### src/logic/sensio_pkg.sv
/*
 * Shared definitions for the parallel sensor port:
 * local register offsets, control-word field positions,
 * status packet address and the command/pixel types
 */
`default_nettype none

package sensio_pkg;

    // local offsets within the 3-bit command address
    localparam logic [2:0] SENSIO_CTRL   = 3'h0; // sensor control bits
    localparam logic [2:0] SENSIO_STATUS = 3'h1; // status request, data[1:0] is seq
    localparam logic [2:0] SENSIO_WIDTH  = 3'h3; // line width, 0 means use HACT as is

    // two-bit fields in the control word: 3 sets, 2 clears, else keep
    localparam int SENS_CTRL_MRST = 0; // bits 1:0
    localparam int SENS_CTRL_ARST = 2; // bits 3:2
    localparam int SENS_CTRL_ARO  = 4; // bits 5:4

    localparam logic [7:0] SENSIO_STATUS_REG = 8'h21; // first byte of status packet

    localparam int CMD_BYTES = 6; // AL, AH, D0..D3

    typedef logic [2:0]  sens_cmd_addr_t; // local register address
    typedef logic [31:0] sens_cmd_data_t; // command payload
    typedef logic [11:0] pxd_t;           // one pixel sample

endpackage

`default_nettype wire

### src/logic/sens_cmd_deser.sv
/*
 * Byte-serial command deserializer.
 * Six bytes per command (address low/high, data 0..3),
 * address match under mask, single-cycle write strobe.
 */
`timescale 1ns/1ps
`default_nettype none

module sens_cmd_deser import sensio_pkg::*; #(
    parameter logic [15:0] SENSIO_ADDR      = 16'h330,
    parameter logic [15:0] SENSIO_ADDR_MASK = 16'h7f8
) (
    input  wire logic           mclk,
    input  wire logic           async_prst_with_sens_mrst,
    input  wire logic [7:0]     cmd_ad_i,   // byte stream
    input  wire logic           cmd_stb_i,  // with first byte
    output logic                cmd_we_o,   // one cycle after last byte
    output sens_cmd_addr_t      cmd_a_o,
    output sens_cmd_data_t      cmd_data_o
);

    logic [CMD_BYTES-1:1] byte_sel; // one-hot, bit n high while byte n is on the bus
    logic [15:0]          addr_r;   // full 16-bit command address
    logic                 addr_match;

    assign addr_match = (addr_r & SENSIO_ADDR_MASK) == (SENSIO_ADDR & SENSIO_ADDR_MASK);
    assign cmd_a_o    = addr_r[$bits(sens_cmd_addr_t)-1:0]; // low bits select register

    always_ff @(posedge mclk or posedge async_prst_with_sens_mrst) begin
        if (async_prst_with_sens_mrst) begin
            byte_sel <= '0;
            cmd_we_o <= 1'b0;
        end else begin
            byte_sel <= {byte_sel[CMD_BYTES-2:1], cmd_stb_i}; // walk through the bytes
            cmd_we_o <= byte_sel[CMD_BYTES-1] && addr_match;  // address already complete
        end
    end

    // payload shift, no reset needed
    always_ff @(posedge mclk) begin
        if (cmd_stb_i) begin
            addr_r[7:0] <= cmd_ad_i;  // address low
        end
        if (byte_sel[1]) begin
            addr_r[15:8] <= cmd_ad_i; // address high
        end
        if (|byte_sel[CMD_BYTES-1:2]) begin
            cmd_data_o <= {cmd_ad_i, cmd_data_o[31:8]}; // D0 ends up in low byte
        end
    end

    // a new command must not overlap the one being collected
    a_no_stb_overlap: assert property (
        @(posedge mclk) disable iff (async_prst_with_sens_mrst)
        cmd_stb_i |-> !(|byte_sel)
    );

endmodule

`default_nettype wire

### src/logic/sens_ctrl_regs.sv
/*
 * Control register file of the sensor port.
 * Decodes command writes into MRST/ARST/ARO set/clear fields,
 * the regenerated line width and the status request strobe.
 * ARO follows the inverted trigger in trigger mode.
 */
`timescale 1ns/1ps
`default_nettype none

module sens_ctrl_regs import sensio_pkg::*; #(
    parameter int LINE_WIDTH_BITS = 16
) (
    input  wire logic                       mclk,
    input  wire logic                       async_prst_with_sens_mrst,
    input  wire logic                       cmd_we_i,
    input  wire sens_cmd_addr_t             cmd_a_i,
    input  wire sens_cmd_data_t             cmd_data_i,
    input  wire logic                       trigger_mode_i, // 0 - free running
    input  wire logic                       trig_i,
    output logic                            mrst_o,
    output logic                            arst_o,
    output logic                            aro_o,
    output logic [LINE_WIDTH_BITS-1:0]      line_width_m1_o,
    output logic                            line_width_internal_o, // 1 - pass HACT through
    output logic                            set_status_o,
    output logic [1:0]                      status_seq_o
);

    sens_cmd_data_t data_r;       // registered command word
    logic           set_ctrl_r;
    logic           set_status_r;
    logic [1:0]     set_width_r;  // two stages for the subtract
    logic           aro_soft;     // ARO as programmed

    assign aro_o = trigger_mode_i ? ~trig_i : aro_soft;

    always_ff @(posedge mclk) begin
        if (cmd_we_i) begin
            data_r <= cmd_data_i;
        end
    end

    always_ff @(posedge mclk or posedge async_prst_with_sens_mrst) begin
        if (async_prst_with_sens_mrst) begin
            set_ctrl_r            <= 1'b0;
            set_status_r          <= 1'b0;
            set_width_r           <= '0;
            mrst_o                <= 1'b0;
            arst_o                <= 1'b0;
            aro_soft              <= 1'b0;
            set_status_o          <= 1'b0;
            status_seq_o          <= '0;
            line_width_m1_o       <= '0;
            line_width_internal_o <= 1'b1; // width 0, HACT passed through
        end else begin
            set_ctrl_r   <= cmd_we_i && (cmd_a_i == SENSIO_CTRL);
            set_status_r <= cmd_we_i && (cmd_a_i == SENSIO_STATUS);
            set_width_r  <= {set_width_r[0], cmd_we_i && (cmd_a_i == SENSIO_WIDTH)};

            if (set_ctrl_r && data_r[SENS_CTRL_MRST + 1]) begin
                mrst_o <= data_r[SENS_CTRL_MRST];
            end
            if (set_ctrl_r && data_r[SENS_CTRL_ARST + 1]) begin
                arst_o <= data_r[SENS_CTRL_ARST];
            end
            if (set_ctrl_r && data_r[SENS_CTRL_ARO + 1]) begin
                aro_soft <= data_r[SENS_CTRL_ARO];
            end

            set_status_o <= set_status_r; // to alive/status logic
            if (set_status_r) begin
                status_seq_o <= data_r[1:0];
            end

            if (set_width_r[1]) begin
                line_width_m1_o       <= data_r[LINE_WIDTH_BITS-1:0] - 1'b1;
                line_width_internal_o <= ~(|data_r[LINE_WIDTH_BITS-1:0]); // width of 0
            end
        end
    end

endmodule

`default_nettype wire

### src/logic/sens_hact_regen.sv
/*
 * Sensor bus input stage and HACT regeneration.
 * Fixed-width HACT from a down counter, or sampled HACT when width is 0.
 * Pixels and VACT are aligned to the HACT output (2 cycles).
 * Rising-edge strobes for the alive flags.
 */
`timescale 1ns/1ps
`default_nettype none

module sens_hact_regen import sensio_pkg::*; #(
    parameter int LINE_WIDTH_BITS = 16
) (
    input  wire logic                       mclk,
    input  wire logic                       async_prst_with_sens_mrst,
    input  wire pxd_t                       pxd_i,
    input  wire logic                       vact_i,
    input  wire logic                       hact_i,
    input  wire logic [LINE_WIDTH_BITS-1:0] line_width_m1_i,
    input  wire logic                       line_width_internal_i,
    output pxd_t                            pxd_o,
    output logic                            vact_o,
    output logic                            hact_o,
    output logic                            vact_rise_o,
    output logic                            hact_ext_rise_o,
    output logic                            hact_rise_o
);

    pxd_t                       pxd_s;     // sampled pixel bus
    logic                       vact_s;
    logic                       hact_s;
    logic                       hact_s_d;  // previous sampled hact
    logic                       hact_o_d;
    logic [LINE_WIDTH_BITS-1:0] hact_cntr; // remaining cycles of the line

    assign hact_ext_rise_o = hact_s && !hact_s_d;
    assign vact_rise_o     = vact_s && !vact_o;  // vact_o is vact_s one cycle later
    assign hact_rise_o     = hact_o && !hact_o_d;

    always_ff @(posedge mclk) begin
        pxd_s <= pxd_i;
        pxd_o <= pxd_s; // aligned with hact_o
    end

    always_ff @(posedge mclk or posedge async_prst_with_sens_mrst) begin
        if (async_prst_with_sens_mrst) begin
            vact_s    <= 1'b0;
            hact_s    <= 1'b0;
            hact_s_d  <= 1'b0;
            vact_o    <= 1'b0;
            hact_o    <= 1'b0;
            hact_o_d  <= 1'b0;
            hact_cntr <= '0;
        end else begin
            vact_s   <= vact_i;
            hact_s   <= hact_i;
            hact_s_d <= hact_s;
            vact_o   <= vact_s;
            hact_o_d <= hact_o;

            if (hact_ext_rise_o) begin
                hact_o <= 1'b1;
            end else if (line_width_internal_i ? !hact_s : (hact_cntr == '0)) begin
                hact_o <= 1'b0; // input fell, or line done
            end

            if (hact_ext_rise_o) begin
                hact_cntr <= line_width_m1_i;
            end else if (hact_o && !line_width_internal_i && (hact_cntr != '0)) begin
                hact_cntr <= hact_cntr - 1'b1;
            end
        end
    end

    // running fixed-width line stays within the programmed width, no wrap below 0
    a_cntr_no_wrap: assert property (
        @(posedge mclk) disable iff (async_prst_with_sens_mrst)
        hact_o && !line_width_internal_i |-> (hact_cntr <= line_width_m1_i)
    );

endmodule

`default_nettype wire

### src/logic/sens_status_gen.sv
/*
 * Alive flags, toggle-bit accumulator and status packet sender.
 * A status write clears the flags and raises the request;
 * after start the packet is address, control/alive byte, toggle byte.
 */
`timescale 1ns/1ps
`default_nettype none

module sens_status_gen import sensio_pkg::*; #(
    parameter int STATUS_ALIVE_WIDTH = 4
) (
    input  wire logic                          mclk,
    input  wire logic                          async_prst_with_sens_mrst,
    input  wire logic                          set_status_i,
    input  wire logic [1:0]                    status_seq_i,
    input  wire logic                          mrst_i,
    input  wire logic                          arst_i,
    input  wire logic                          aro_i,
    input  wire logic                          vact_rise_i,
    input  wire logic                          hact_ext_rise_i,
    input  wire logic                          hact_rise_i,
    input  wire logic [STATUS_ALIVE_WIDTH-1:0] status_alive_1cyc_i, // external toggles
    input  wire logic                          status_start_i,      // ack of address byte
    output logic                               status_rq_o,
    output logic [7:0]                         status_ad_o
);

    logic                          vact_alive;
    logic                          hact_ext_alive;
    logic                          hact_alive;
    logic [STATUS_ALIVE_WIDTH-1:0] alive_acc; // ORed toggle bits
    logic [1:0]                    step;      // bytes 1 and 2 of the packet

    always_comb begin
        if (status_start_i) begin
            status_ad_o = SENSIO_STATUS_REG;
        end else if (step[0]) begin
            status_ad_o = {status_seq_i, vact_alive, hact_ext_alive, hact_alive,
                           mrst_i, arst_i, aro_i};
        end else if (step[1]) begin
            status_ad_o = 8'(alive_acc);
        end else begin
            status_ad_o = 8'h00; // idle bus
        end
    end

    always_ff @(posedge mclk or posedge async_prst_with_sens_mrst) begin
        if (async_prst_with_sens_mrst) begin
            vact_alive     <= 1'b0;
            hact_ext_alive <= 1'b0;
            hact_alive     <= 1'b0;
            alive_acc      <= '0;
            status_rq_o    <= 1'b0;
            step           <= '0;
        end else begin
            if (set_status_i) begin
                vact_alive     <= 1'b0;
                hact_ext_alive <= 1'b0;
                hact_alive     <= 1'b0;
                alive_acc      <= '0;
            end else begin
                vact_alive     <= vact_alive || vact_rise_i;
                hact_ext_alive <= hact_ext_alive || hact_ext_rise_i;
                hact_alive     <= hact_alive || hact_rise_i;
                alive_acc      <= alive_acc | status_alive_1cyc_i;
            end

            if (set_status_i) begin
                status_rq_o <= 1'b1; // new write restarts a pending request
            end else if (status_start_i) begin
                status_rq_o <= 1'b0;
            end

            step <= {step[0], status_start_i};
        end
    end

    // downstream only starts a packet that was requested
    a_start_with_rq: assert property (
        @(posedge mclk) disable iff (async_prst_with_sens_mrst)
        status_start_i |-> status_rq_o
    );

endmodule

`default_nettype wire

### src/logic/sens_parallel12.sv
/*
 * 12-bit parallel sensor port, control and timing core.
 * Command deserializer -> control registers -> HACT regeneration
 * and status packet generation, all on mclk.
 */
`timescale 1ns/1ps
`default_nettype none

module sens_parallel12 import sensio_pkg::*; #(
    parameter logic [15:0] SENSIO_ADDR        = 16'h330,
    parameter logic [15:0] SENSIO_ADDR_MASK   = 16'h7f8,
    parameter int          LINE_WIDTH_BITS    = 16,
    parameter int          STATUS_ALIVE_WIDTH = 4
) (
    input  wire logic                          mclk,
    input  wire logic                          async_prst_with_sens_mrst,
    input  wire logic [7:0]                    cmd_ad_i,
    input  wire logic                          cmd_stb_i,
    input  wire logic                          trigger_mode_i,
    input  wire logic                          trig_i,
    input  wire pxd_t                          pxd_i,
    input  wire logic                          vact_i,
    input  wire logic                          hact_i,
    input  wire logic [STATUS_ALIVE_WIDTH-1:0] status_alive_1cyc_i,
    input  wire logic                          status_start_i,
    output pxd_t                               pxd_o,
    output logic                               vact_o,
    output logic                               hact_o,
    output logic                               mrst_o,
    output logic                               arst_o,
    output logic                               aro_o,
    output logic                               status_rq_o,
    output logic [7:0]                         status_ad_o
);

    logic                       cmd_we;
    sens_cmd_addr_t             cmd_a;
    sens_cmd_data_t             cmd_data;
    logic [LINE_WIDTH_BITS-1:0] line_width_m1;
    logic                       line_width_internal;
    logic                       set_status;
    logic [1:0]                 status_seq;
    logic                       vact_rise;
    logic                       hact_ext_rise;
    logic                       hact_rise;

    sens_cmd_deser #(
        .SENSIO_ADDR      (SENSIO_ADDR),
        .SENSIO_ADDR_MASK (SENSIO_ADDR_MASK)
    ) cmd_deser_i (
        .mclk                      (mclk),
        .async_prst_with_sens_mrst (async_prst_with_sens_mrst),
        .cmd_ad_i                  (cmd_ad_i),
        .cmd_stb_i                 (cmd_stb_i),
        .cmd_we_o                  (cmd_we),
        .cmd_a_o                   (cmd_a),
        .cmd_data_o                (cmd_data)
    );

    sens_ctrl_regs #(
        .LINE_WIDTH_BITS (LINE_WIDTH_BITS)
    ) ctrl_regs_i (
        .mclk                      (mclk),
        .async_prst_with_sens_mrst (async_prst_with_sens_mrst),
        .cmd_we_i                  (cmd_we),
        .cmd_a_i                   (cmd_a),
        .cmd_data_i                (cmd_data),
        .trigger_mode_i            (trigger_mode_i),
        .trig_i                    (trig_i),
        .mrst_o                    (mrst_o),
        .arst_o                    (arst_o),
        .aro_o                     (aro_o),
        .line_width_m1_o           (line_width_m1),
        .line_width_internal_o     (line_width_internal),
        .set_status_o              (set_status),
        .status_seq_o              (status_seq)
    );

    sens_hact_regen #(
        .LINE_WIDTH_BITS (LINE_WIDTH_BITS)
    ) hact_regen_i (
        .mclk                      (mclk),
        .async_prst_with_sens_mrst (async_prst_with_sens_mrst),
        .pxd_i                     (pxd_i),
        .vact_i                    (vact_i),
        .hact_i                    (hact_i),
        .line_width_m1_i           (line_width_m1),
        .line_width_internal_i     (line_width_internal),
        .pxd_o                     (pxd_o),
        .vact_o                    (vact_o),
        .hact_o                    (hact_o),
        .vact_rise_o               (vact_rise),
        .hact_ext_rise_o           (hact_ext_rise),
        .hact_rise_o               (hact_rise)
    );

    sens_status_gen #(
        .STATUS_ALIVE_WIDTH (STATUS_ALIVE_WIDTH)
    ) status_gen_i (
        .mclk                      (mclk),
        .async_prst_with_sens_mrst (async_prst_with_sens_mrst),
        .set_status_i              (set_status),
        .status_seq_i              (status_seq),
        .mrst_i                    (mrst_o),
        .arst_i                    (arst_o),
        .aro_i                     (aro_o),
        .vact_rise_i               (vact_rise),
        .hact_ext_rise_i           (hact_ext_rise),
        .hact_rise_i               (hact_rise),
        .status_alive_1cyc_i       (status_alive_1cyc_i),
        .status_start_i            (status_start_i),
        .status_rq_o               (status_rq_o),
        .status_ad_o               (status_ad_o)
    );

endmodule

`default_nettype wire

### config.mk
export PLATFORM = sky130hd
export DESIGN_NAME = sens_parallel12
export DESIGN_NICKNAME = d
export VERILOG_FILES = /design/src/logic/sensio_pkg.sv /design/src/logic/sens_cmd_deser.sv /design/src/logic/sens_ctrl_regs.sv /design/src/logic/sens_hact_regen.sv /design/src/logic/sens_status_gen.sv /design/src/logic/sens_parallel12.sv
export SDC_FILE = /design/constraint.sdc
export NUM_CORES = 1
export LEC_CHECK = 0
export BUFFER_PORTS_ARGS = -buffer_cell sky130_fd_sc_hd__buf_2
export CAP_MARGIN = 20
export CORE_MARGIN = 5
export CORE_UTILIZATION = 40
export CTS_CLUSTER_DIAMETER = 40
export DETAILED_ROUTE_END_ITERATION = 16
export SLEW_MARGIN = 5
export SYNTH_ARGS = -nofsm -noshare
export SYNTH_HDL_FRONTEND = slang
export SYNTH_HIERARCHICAL = 1
export SYNTH_SLANG_ARGS = --single-unit
export TNS_END_PERCENT = 100
### constraint.sdc
create_clock -name mclk -period 2.4 [get_ports mclk]
set_input_delay 0.72 -clock mclk [delete_from_list [all_inputs] [get_ports mclk]]
set_output_delay 0.72 -clock mclk [all_outputs]
set_load 0.01 [all_outputs]
==> results of run 1 <==
-- worst max-delay path: cells and delay by family, from the launching register on --
family	cells	cell delay, ns
compound gates	2	0.48
fa+ha+maj	1	0.26
buf+inv	1	0.07
flops	1	0.41
simple gates	2	0.94
-- final cells by class --
| type | instances | share of cell area (%) |
|---|---|---|
| Inverter | 13 | 0.761 |
| Sequential cell | 148 | 60.5 |
| Clock inverter | 13 | 1.76 |
| Multi-Input combinational cell | 219 | 21.5 |
| Tap cell | 176 | 3.43 |
| Clock buffer | 19 | 7.06 |
| Timing Repair Buffer | 62 | 5.03 |
-- cells in the mapped netlist (4+ instances only) --
master,count
edfxtp_1,59
nor2b_1,4
xor2_1,9
nor2_1,47
mux2_2,5
o21ai_0,13
clkbuf_1,5
nand2_1,19
and2_1,4
nor3_1,4
or4_1,7
a21oi_1,14
nand3_1,6
a31oi_1,15
or3_1,11
inv_1,13
dfrtp_1,64
nand2b_1,4
nand4_1,6
dfxtp_1,24
-- path summary, 6_finish.rpt --
check | start | end | slack (ns) | depth (start not counted)
min reg2reg | hact_regen_i/pxd_s[9] | hact_regen_i/pxd_o[9] | 0.33 | 0
max reg2reg | hact_regen_i/hact_cntr[0] | hact_regen_i/hact_cntr[10] | 0.15 | 6
min | async_prst_with_sens_mrst | cmd_deser_i/byte_sel[1] | 0.28 | 2
max | hact_regen_i/hact_cntr[0] | hact_regen_i/hact_cntr[10] | 0.15 | 6
min in group mclk | hact_regen_i/pxd_s[9] | hact_regen_i/pxd_o[9] | 0.33 | 0
max in group asynchronous | async_prst_with_sens_mrst | ctrl_regs_i/line_width_internal_o | 1.68 | 3
-- report_power, final --
part / switching, mW / internal [mW] / leakage [nW]
combinational: 0.170 / 0.138 / 0.764
clock: 1.04 / 1.41 / 0.283
sequential: 0.104 / 2.78 / 1.60
-- kinds of logic (layout without fill, tap and decap cells) --
logic type / Yosys count / in the layout / share of synthesized area, %
AO/OA/AOI/OAI: 57 / 57 / 6.44
XOR/XNOR: 12 / 12 / 1.94
adder cells (fa/ha/maj): 2 / 2 / 0.463
buffers and inverters: 26 / 107 / 2.75
flip-flops: 148 / 148 / 71.8
multiplexers: 7 / 7 / 1.41
AND/OR/NAND/NOR: 141 / 141 / 15.2
-- layout by cell type (no fill, tap or decap), types with 9 or more instances in the layout --
master	count
inv_1	13
o21ai_0	13
buf_2	57
clkbuf_16	17
nand2_1	19
a31oi_1	15
edfxtp_1	59
xor2_1	9
dfxtp_1	24
or3_1	11
a21oi_1	14
dfrtp_1	64
nor2_1	47
-- flip-flops by register name, summed over array words and instances, names as in the netlist, 2 cells and up --
name,count
cmd_deser_i/byte_sel,5
hact_regen_i/pxd_o,12
ctrl_regs_i/status_seq_o,2
cmd_deser_i/addr_r,11
ctrl_regs_i/data_r,16
cmd_deser_i/cmd_data_o,32
hact_regen_i/pxd_s,12
status_gen_i/step,2
ctrl_regs_i/set_width_r,2
ctrl_regs_i/line_width_m1_o,16
status_gen_i/alive_acc,4
hact_regen_i/hact_cntr,16
-- layer usage --
layer | global-route usage (%) | part of all wire (%)
met1 | 15.6 | 46
met2 | 19.1 | 50
met3 | 4.49 | 3.9
met4 | 3.97 | 0.87
met5 | 0 | 0
==> summary.txt, run 1 <==
status: finished clean
initial antenna violation count: 0
Mapped Cells: 393
sequential area share after synthesis: 71.8%
overall power: 5.65 mW
LEAKAGE: 2.64 nW
pwr/cell area: 881 nW/um2
Syn Area/Cell: 13.8 um2
global-route wire length before repair: 15500 um
synth warn: 6
fin util: 48.4%
Die Y: 126 um
cell area after synthesis: 5410 um2
Critical Path Sink Type: flop
footprint of the multi-input gates: 1380 um2
DRC: 0
dpl hpwl: 6270 um
crit-path max cell delay: 0.47 ns
initial DRC count: 249
maximum clock frequency: 444 MHz
Yosys top cell area share: 32.8%
hold crit path type: in2async
TritonCTS clock tree: yes
final setup TNS: 0 ns
critical path type: reg2reg
Placer Congestion: 0.816
Setup WS post-layout: 0.150 ns
Register Area: 3880 um2
CTS Root Cell: clkbuf_16
Slowest cell on crit path: or4b_1
final wirelength: 9120 um
global route total overflow: 0
Clk pin slew, worst setup/hold paths: 0.06 ns
DR vias: 3157
total setup buffers inserted after CTS: 0
WP data required: 2.72 ns
drt pass-1 iters: 4
Buffers on Ports: 57
Setup crit start kind: flop
CTS Buf Count: 17
critical path, cell by cell: inv_1 > ha_1 > or4b_1 > a211o_1 > or4b_1 > a31oi_1
Unique masters post-synth: 58
Seq cells post-synth: 148
hold_buf cts: 0
Routed WL per cell: 14.0 um
Final period util: 93.7%
crit path max fanout: 7
ys async rst share: 43.9%
share of cells above drive strength 1: 23.4%
number of fillers in the final layout: 1208
die width: 126 um
Max-cap violations: 0
Relative slew margins: 57.3%
TritonCTS Sinks: 148
Critical Path AT: 2.57 ns
CTS Buffer Depth: 2
Cell Area, Placed: 5850 um2
clock skew: 0.00708 ns
ant diodes: 0
top_reg_cell synth: dfrtp_1
endpoints failing setup: 0
Via-to-Cell Ratio: 4.86
FP Rows: 42
Worst-Margin Slew: 0.641 ns
placed insts: 618
Slew Viols, Final: 0
die area: 15900 um2
hold_ws: 0.283 ns
Final Cell Area: 6410 um2
Area growth, synth to finish: 18.7%
dpl ws: 0.174 ns
final worst path period need: 2.25 ns
top cells by area, synth: edfxtp_1 33%, dfrtp_1 30%, dfxtp_1 8.9%
Nets: 495
core area: 13200 um2
area leader, netlist: edfxtp_1
via count of the first global-routing pass: 3154
Starting Density: 40.8%
RSZ-0062 raised after global routing: no
Synthesized Nets: 427
worst vdd ir: 0.812 mV
most used cell along the critical path: or4b_1
Non-Filler Instances: 650
H-tree levels: 4
I/O pin total: 58
post-CTS resize count: 0
GR Util All Layers: 12.1%
Final ANT Viol Nets: 0
Post-synth EDFFs: 59
largest net degree at the start of global routing: 33
Final Hold Fails: 0
Clk Latency, worst-skew pair: 0.40 ns
No activity file was read; power rests on OpenSTA's default activity.
==> run 2: changes to the inputs <==
- ABC_AREA: default -> 1
- HOLD_SLACK_MARGIN: default -> 0.1
==> run 2 against run 1 <==
Effect of this change: highest routed layer unchanged; core utilization up 0.15 points; worst hold slack worse by 0.010 ns; count of clock-buffer cells in the layout unchanged; critical path depth down 2; largest power group unchanged; sequential share of layout area down 3.2 points; global-route usage up 1.5 points; total power up 16%; routed wire length up 15%; critical path type is now reg2out; first-iteration DRC count up 6.8%.
==> summary.txt, run 2 <==
DRC: 0
die width: 130 um
Critical Path AT: 1.41 ns
Unique masters post-synth: 33
Post-synth EDFFs: 59
area leader, netlist: edfxtp_1
WP data required: 1.68 ns
most common cell after layout, fill and taps aside: nand2_1
critical path, cell by cell: nor2_1 > nand2_1 > nand2_1 > buf_2
placed insts: 781
dpl hpwl: 7370 um
number of fillers in the final layout: 1266
total setup buffers inserted after CTS: 0
critical path type: reg2out
hold_ws: 0.273 ns
Largest register FFs: 32
Clk Latency, worst-skew pair: 0.41 ns
TritonCTS clock tree: yes
Reg2Reg Depth: 9
Final Hold Fails: 0
largest net degree at the start of global routing: 28
Mapped Cells: 551
endpoints failing setup: 0
final worst path period need: 2.13 ns
Slowest cell on crit path: dfrtp_1
maximum clock frequency: 469 MHz
post-CTS resize count: 0
Routed WL per cell: 12.9 um
ys async rst share: 43.9%
DR vias: 3790
sequential area share after synthesis: 67.9%
top_reg_cell synth: dfrtp_1
commonest cells after routing, fill and taps aside: 149 x nand2_1, 80 x nor2_1, 64 x dfrtp_1
crit path max fanout: 8
top cells by area, synth: edfxtp_1 31%, dfrtp_1 28%, nand2_1 9.8%
CTS Buffer Depth: 2
Starting Density: 41.0%
GR Util All Layers: 13.6%
pwr/cell area: 971 nW/um2
Critical Path Sink Type: output pin
Via-to-Cell Ratio: 4.66
final wirelength: 10500 um
Syn Area/Cell: 10.4 um2
count leader, synth: nand2_1
Non-Filler Instances: 813
Setup WS post-layout: 0.267 ns
dpl ws: 0.350 ns
Seq cells post-synth: 148
status: finished clean
global-route wire length before repair: 17900 um
initial antenna violation count: 0
final setup TNS: 0 ns
die area: 16800 um2
Clk pin slew, worst setup/hold paths: 0.06 ns
Area growth, synth to finish: 18.4%
most used cell along the critical path: nand2_1
Final ANT Viol Nets: 0
most instantiated cells after synthesis: 149 x nand2_1, 80 x nor2_1, 64 x dfrtp_1, 59 x edfxtp_1, 48 x inv_1
Relative slew margins: 54.7%
fin util: 48.6%
largest reg by FF count: cmd_deser_i/cmd_data_o
worst vdd ir: 0.796 mV
global route total overflow: 0
internal reg-to-reg setup slack: 0.61 ns
Nets: 654
crit-path max cell delay: 0.48 ns
RSZ-0062 raised after global routing: no
FP Rows: 43
hold_buf cts: 0
Die Y: 130 um
CTS Root Cell: clkbuf_16
share of cells above drive strength 1: 19.6%
synth warn: 6
ant diodes: 0
clock skew: 0.00907 ns
Slew Viols, Final: 0
LEAKAGE: 3.15 nW
H-tree levels: 4
Setup crit start kind: flop
core area: 13900 um2
CTS Buf Count: 17
Buffers on Ports: 57
Synthesized Nets: 585
Placer Congestion: 0.891
I/O pin total: 58
Worst-Margin Slew: 0.679 ns
initial DRC count: 266
TritonCTS Sinks: 148
Max-cap violations: 0
Final period util: 88.9%
cell area after synthesis: 5720 um2
hold crit path type: in2async
via count of the first global-routing pass: 3811
Yosys top cell area share: 31.0%
drt pass-1 iters: 4
## run 2: cell type report
| type | count | area [um2] | share of cell area (%) |
|---|---|---|---|
| Inverter | 53 | 213 | 3.14 |
| Multi-Input combinational cell | 338 | 1550 | 22.8 |
| Clock inverter | 13 | 109 | 1.61 |
| Clock buffer | 19 | 475 | 7.02 |
| Tap cell | 180 | 225 | 3.33 |
| Timing Repair Buffer | 62 | 323 | 4.77 |
| Sequential cell | 148 | 3880 | 57.3 |
## run 2: logic make-up (layout without fill, tap and decap cells)
logic type | after synthesis | after routing | synth area share (%)
buffers and inverters | 65 | 147 | 5.12
AOI/OAI and AO/OA | 43 | 43 | 4.31
and+or+nand+nor | 289 | 289 | 21.7
xor gates and xnor gates | 4 | 4 | 0.613
adders and majority gates | 2 | 2 | 0.438
DFF | 148 | 148 | 67.9
## run 2: per-stage QoR
step / total power [mW] / cell area (um2)
after global placement: 4.01 / 6190
after detailed placement: 4.05 / 6190
after global routing: 6.94 / 6770
final: 6.57 / 6770
after CTS: 6.63 / 6770
after floorplan: 3.81 / 5720
## run 2: report_power, final
part           internal (mW)  switching, mW
Sequential              2.85          0.163
Combinational          0.355          0.654
Clock                   1.48           1.08
## run 2: path summary, 6_finish.rpt
path                                      startpoint                                 to
setup / recovery                status_gen_i/step[0]                     status_ad_o[0]
setup reg to reg           hact_regen_i/hact_cntr[1]          hact_regen_i/hact_cntr[4]
min in group mclk              hact_regen_i/pxd_s[4]              hact_regen_i/pxd_o[4]
max in group asynchronous  async_prst_with_sens_mrst  ctrl_regs_i/line_width_internal_o
hold / removal             async_prst_with_sens_mrst            cmd_deser_i/byte_sel[2]
hold reg to reg                hact_regen_i/pxd_s[4]              hact_regen_i/pxd_o[4]
## run 2: routing by layer
metal / up-vias / GRT usage (%) / wire length (um)
met2: 94 / 23.0 / 5270
li1: 1917 / - / -
met3: 11 / 4.91 / 513
met5: - / 0 / 0
met4: 0 / 3.85 / 85
met1: 1768 / 16.5 / 4610
## run 2: worst max-delay path, delay by kind of cell, from the launching register on
kind / cells / cell delay (ns)
simple gates: 3 / 0.40
buf+inv: 1 / 0.12
flops: 1 / 0.48
==> run 3: changes to the inputs <==
- CORE_MARGIN: 5 -> 2
==> run 3 against run 2 <==
Effect of this change: core utilization rose by 0.15 points; sequential cell count did not move; worst hold slack got worse by 0.020 ns; worst setup slack got worse by 0.035 ns; register-to-register slack improved by 0.02 ns; critical path type unchanged; highest routed layer unchanged; non-clock buffer count fell by 1; routed wire length fell by 4.5%; clock skew fell by 0.00069 ns; final area rose by 0.31%; critical endpoint is now status_ad_o[2]; clock power rose by 2%; largest cell class unchanged; count of clock-buffer cells in the layout did not move; global-route usage rose by 0.97 points.
==> summary.txt, run 3 (same netlist as run 2, synthesis figures left out) <==
most used cell along the critical path: nand2_1
Critical Path AT: 1.45 ns
Cell Area, Placed: 6190 um2
core area: 13900 um2
initial antenna violation count: 0
placed insts: 780
post-CTS resize count: 0
H-tree levels: 4
crit path max fanout: 8
CP startpoint: status_gen_i/step[0]
CTS Root Cell: clkbuf_16
initial DRC count: 204
Slew Viols, Final: 0
Reg2Reg Depth: 10
global route total overflow: 0
critical path, cell by cell: nor2_1 > nand2_1 > nand2_1 > buf_2
Worst-Margin Slew: 0.685 ns
internal reg-to-reg setup slack: 0.63 ns
Setup WS post-layout: 0.232 ns
die area: 15300 um2
via count of the first global-routing pass: 3645
fin util: 48.7%
endpoints failing setup: 0
Register Area: 3880 um2
hold_buf cts: 0
Clk Latency, worst-skew pair: 0.42 ns
footprint of the multi-input gates: 1550 um2
Via-to-Cell Ratio: 4.59
Routed WL per cell: 12.3 um
GR Util All Layers: 14.6%
worst vdd ir: 0.661 mV
final worst path period need: 2.17 ns
Die Y: 124 um
Placer Congestion: 0.895
CTS Buffer Depth: 2
Max-cap violations: 0
clock skew: 0.00838 ns
DR vias: 3731
crit path buf inv count: 1
I/O pin total: 58
DRC: 0
Clk pin slew, worst setup/hold paths: 0.06 ns
die width: 124 um
hold crit path type: in2async
LEAKAGE: 3.16 nW
total setup buffers inserted after CTS: 0
Area growth, synth to finish: 18.8%
cell family with most CP delay: flip-flops
Setup crit end: status_ad_o[2]
Slowest cell on crit path: dfrtp_1
largest reg by FF count: cmd_deser_i/cmd_data_o
TritonCTS clock tree: yes
number of fillers in the final layout: 1265
final setup TNS: 0 ns
Starting Density: 41.0%
critical path depth: 4
Non-Filler Instances: 812
FF-to-FF End: hact_regen_i/hact_cntr[10]
Final ANT Viol Nets: 0
CTS Buf Count: 17
Buffers on Ports: 57
dpl ws: 0.388 ns
drt pass-1 iters: 4
Relative slew margins: 54.3%
ant diodes: 0
critical path type: reg2out
TritonCTS Sinks: 148
Nets: 653
Worst R2R Start: hact_regen_i/hact_cntr[1]
commonest cells after routing, fill and taps aside: 149 x nand2_1, 80 x nor2_1, 64 x dfrtp_1
FP Rows: 43
RSZ-0062 raised after global routing: no
WP data required: 1.68 ns
crit-path max cell delay: 0.48 ns
Setup crit start kind: flop
maximum clock frequency: 461 MHz
dpl hpwl: 7040 um
status: finished clean
largest net degree at the start of global routing: 23
Largest register FFs: 32
global-route wire length before repair: 16800 um
Final Hold Fails: 0
Final period util: 90.3%
final wirelength: 10000 um
Final Cell Area: 6790 um2
pwr/cell area: 972 nW/um2
Critical Path Sink Type: output pin
share of cells above drive strength 1: 19.5%
most common cell after layout, fill and taps aside: nand2_1
[run 3: how the worst min path moves through the flow]
stage                         endpoint                      start  slack [ns]
2_1_floorplan    hact_regen_i/pxd_o[0]      hact_regen_i/pxd_s[0]        0.31
3_3_place_gp     hact_regen_i/pxd_o[3]      hact_regen_i/pxd_s[3]        0.31
3_5_place_dp     hact_regen_i/pxd_o[4]      hact_regen_i/pxd_s[4]        0.31
4_1_cts        cmd_deser_i/byte_sel[2]  async_prst_with_sens_mrst        0.26
5_1_grt        cmd_deser_i/byte_sel[2]  async_prst_with_sens_mrst        0.27
6_report       cmd_deser_i/byte_sel[2]  async_prst_with_sens_mrst        0.25
[run 3: where the power goes]
part | switching (mW) | internal [mW]
clock | 1.11 | 1.49
combinational | 0.635 | 0.355
sequential | 0.157 | 2.85
[run 3: per-layer routing]
metal / GRT usage [%] / routed length [um] / vias to the layer above
met4: 6.53 / 143 / 0
met3: 5.26 / 419 / 14
li1: - / - / 1902
met1: 17.3 / 4650 / 1740
met2: 23.7 / 4800 / 75
met5: 0 / 0 / -
[run 3: cell type report]
class | instances | area share (%)
clock buffer | 19 | 7.00
clock inverter | 13 | 1.84
inverter | 53 | 3.13
multi-input combinational | 338 | 22.8
sequential | 148 | 57.1
tap | 180 | 3.32
timing repair buffer | 61 | 4.83
[run 3: per-stage QoR]
step	total power [mW]	hold slack, ns
after detailed placement	4.05	0.313
after CTS	6.68	0.257
after global placement	4.01	0.310
final	6.60	0.253
after global routing	6.96	0.274
after floorplan	3.81	0.310
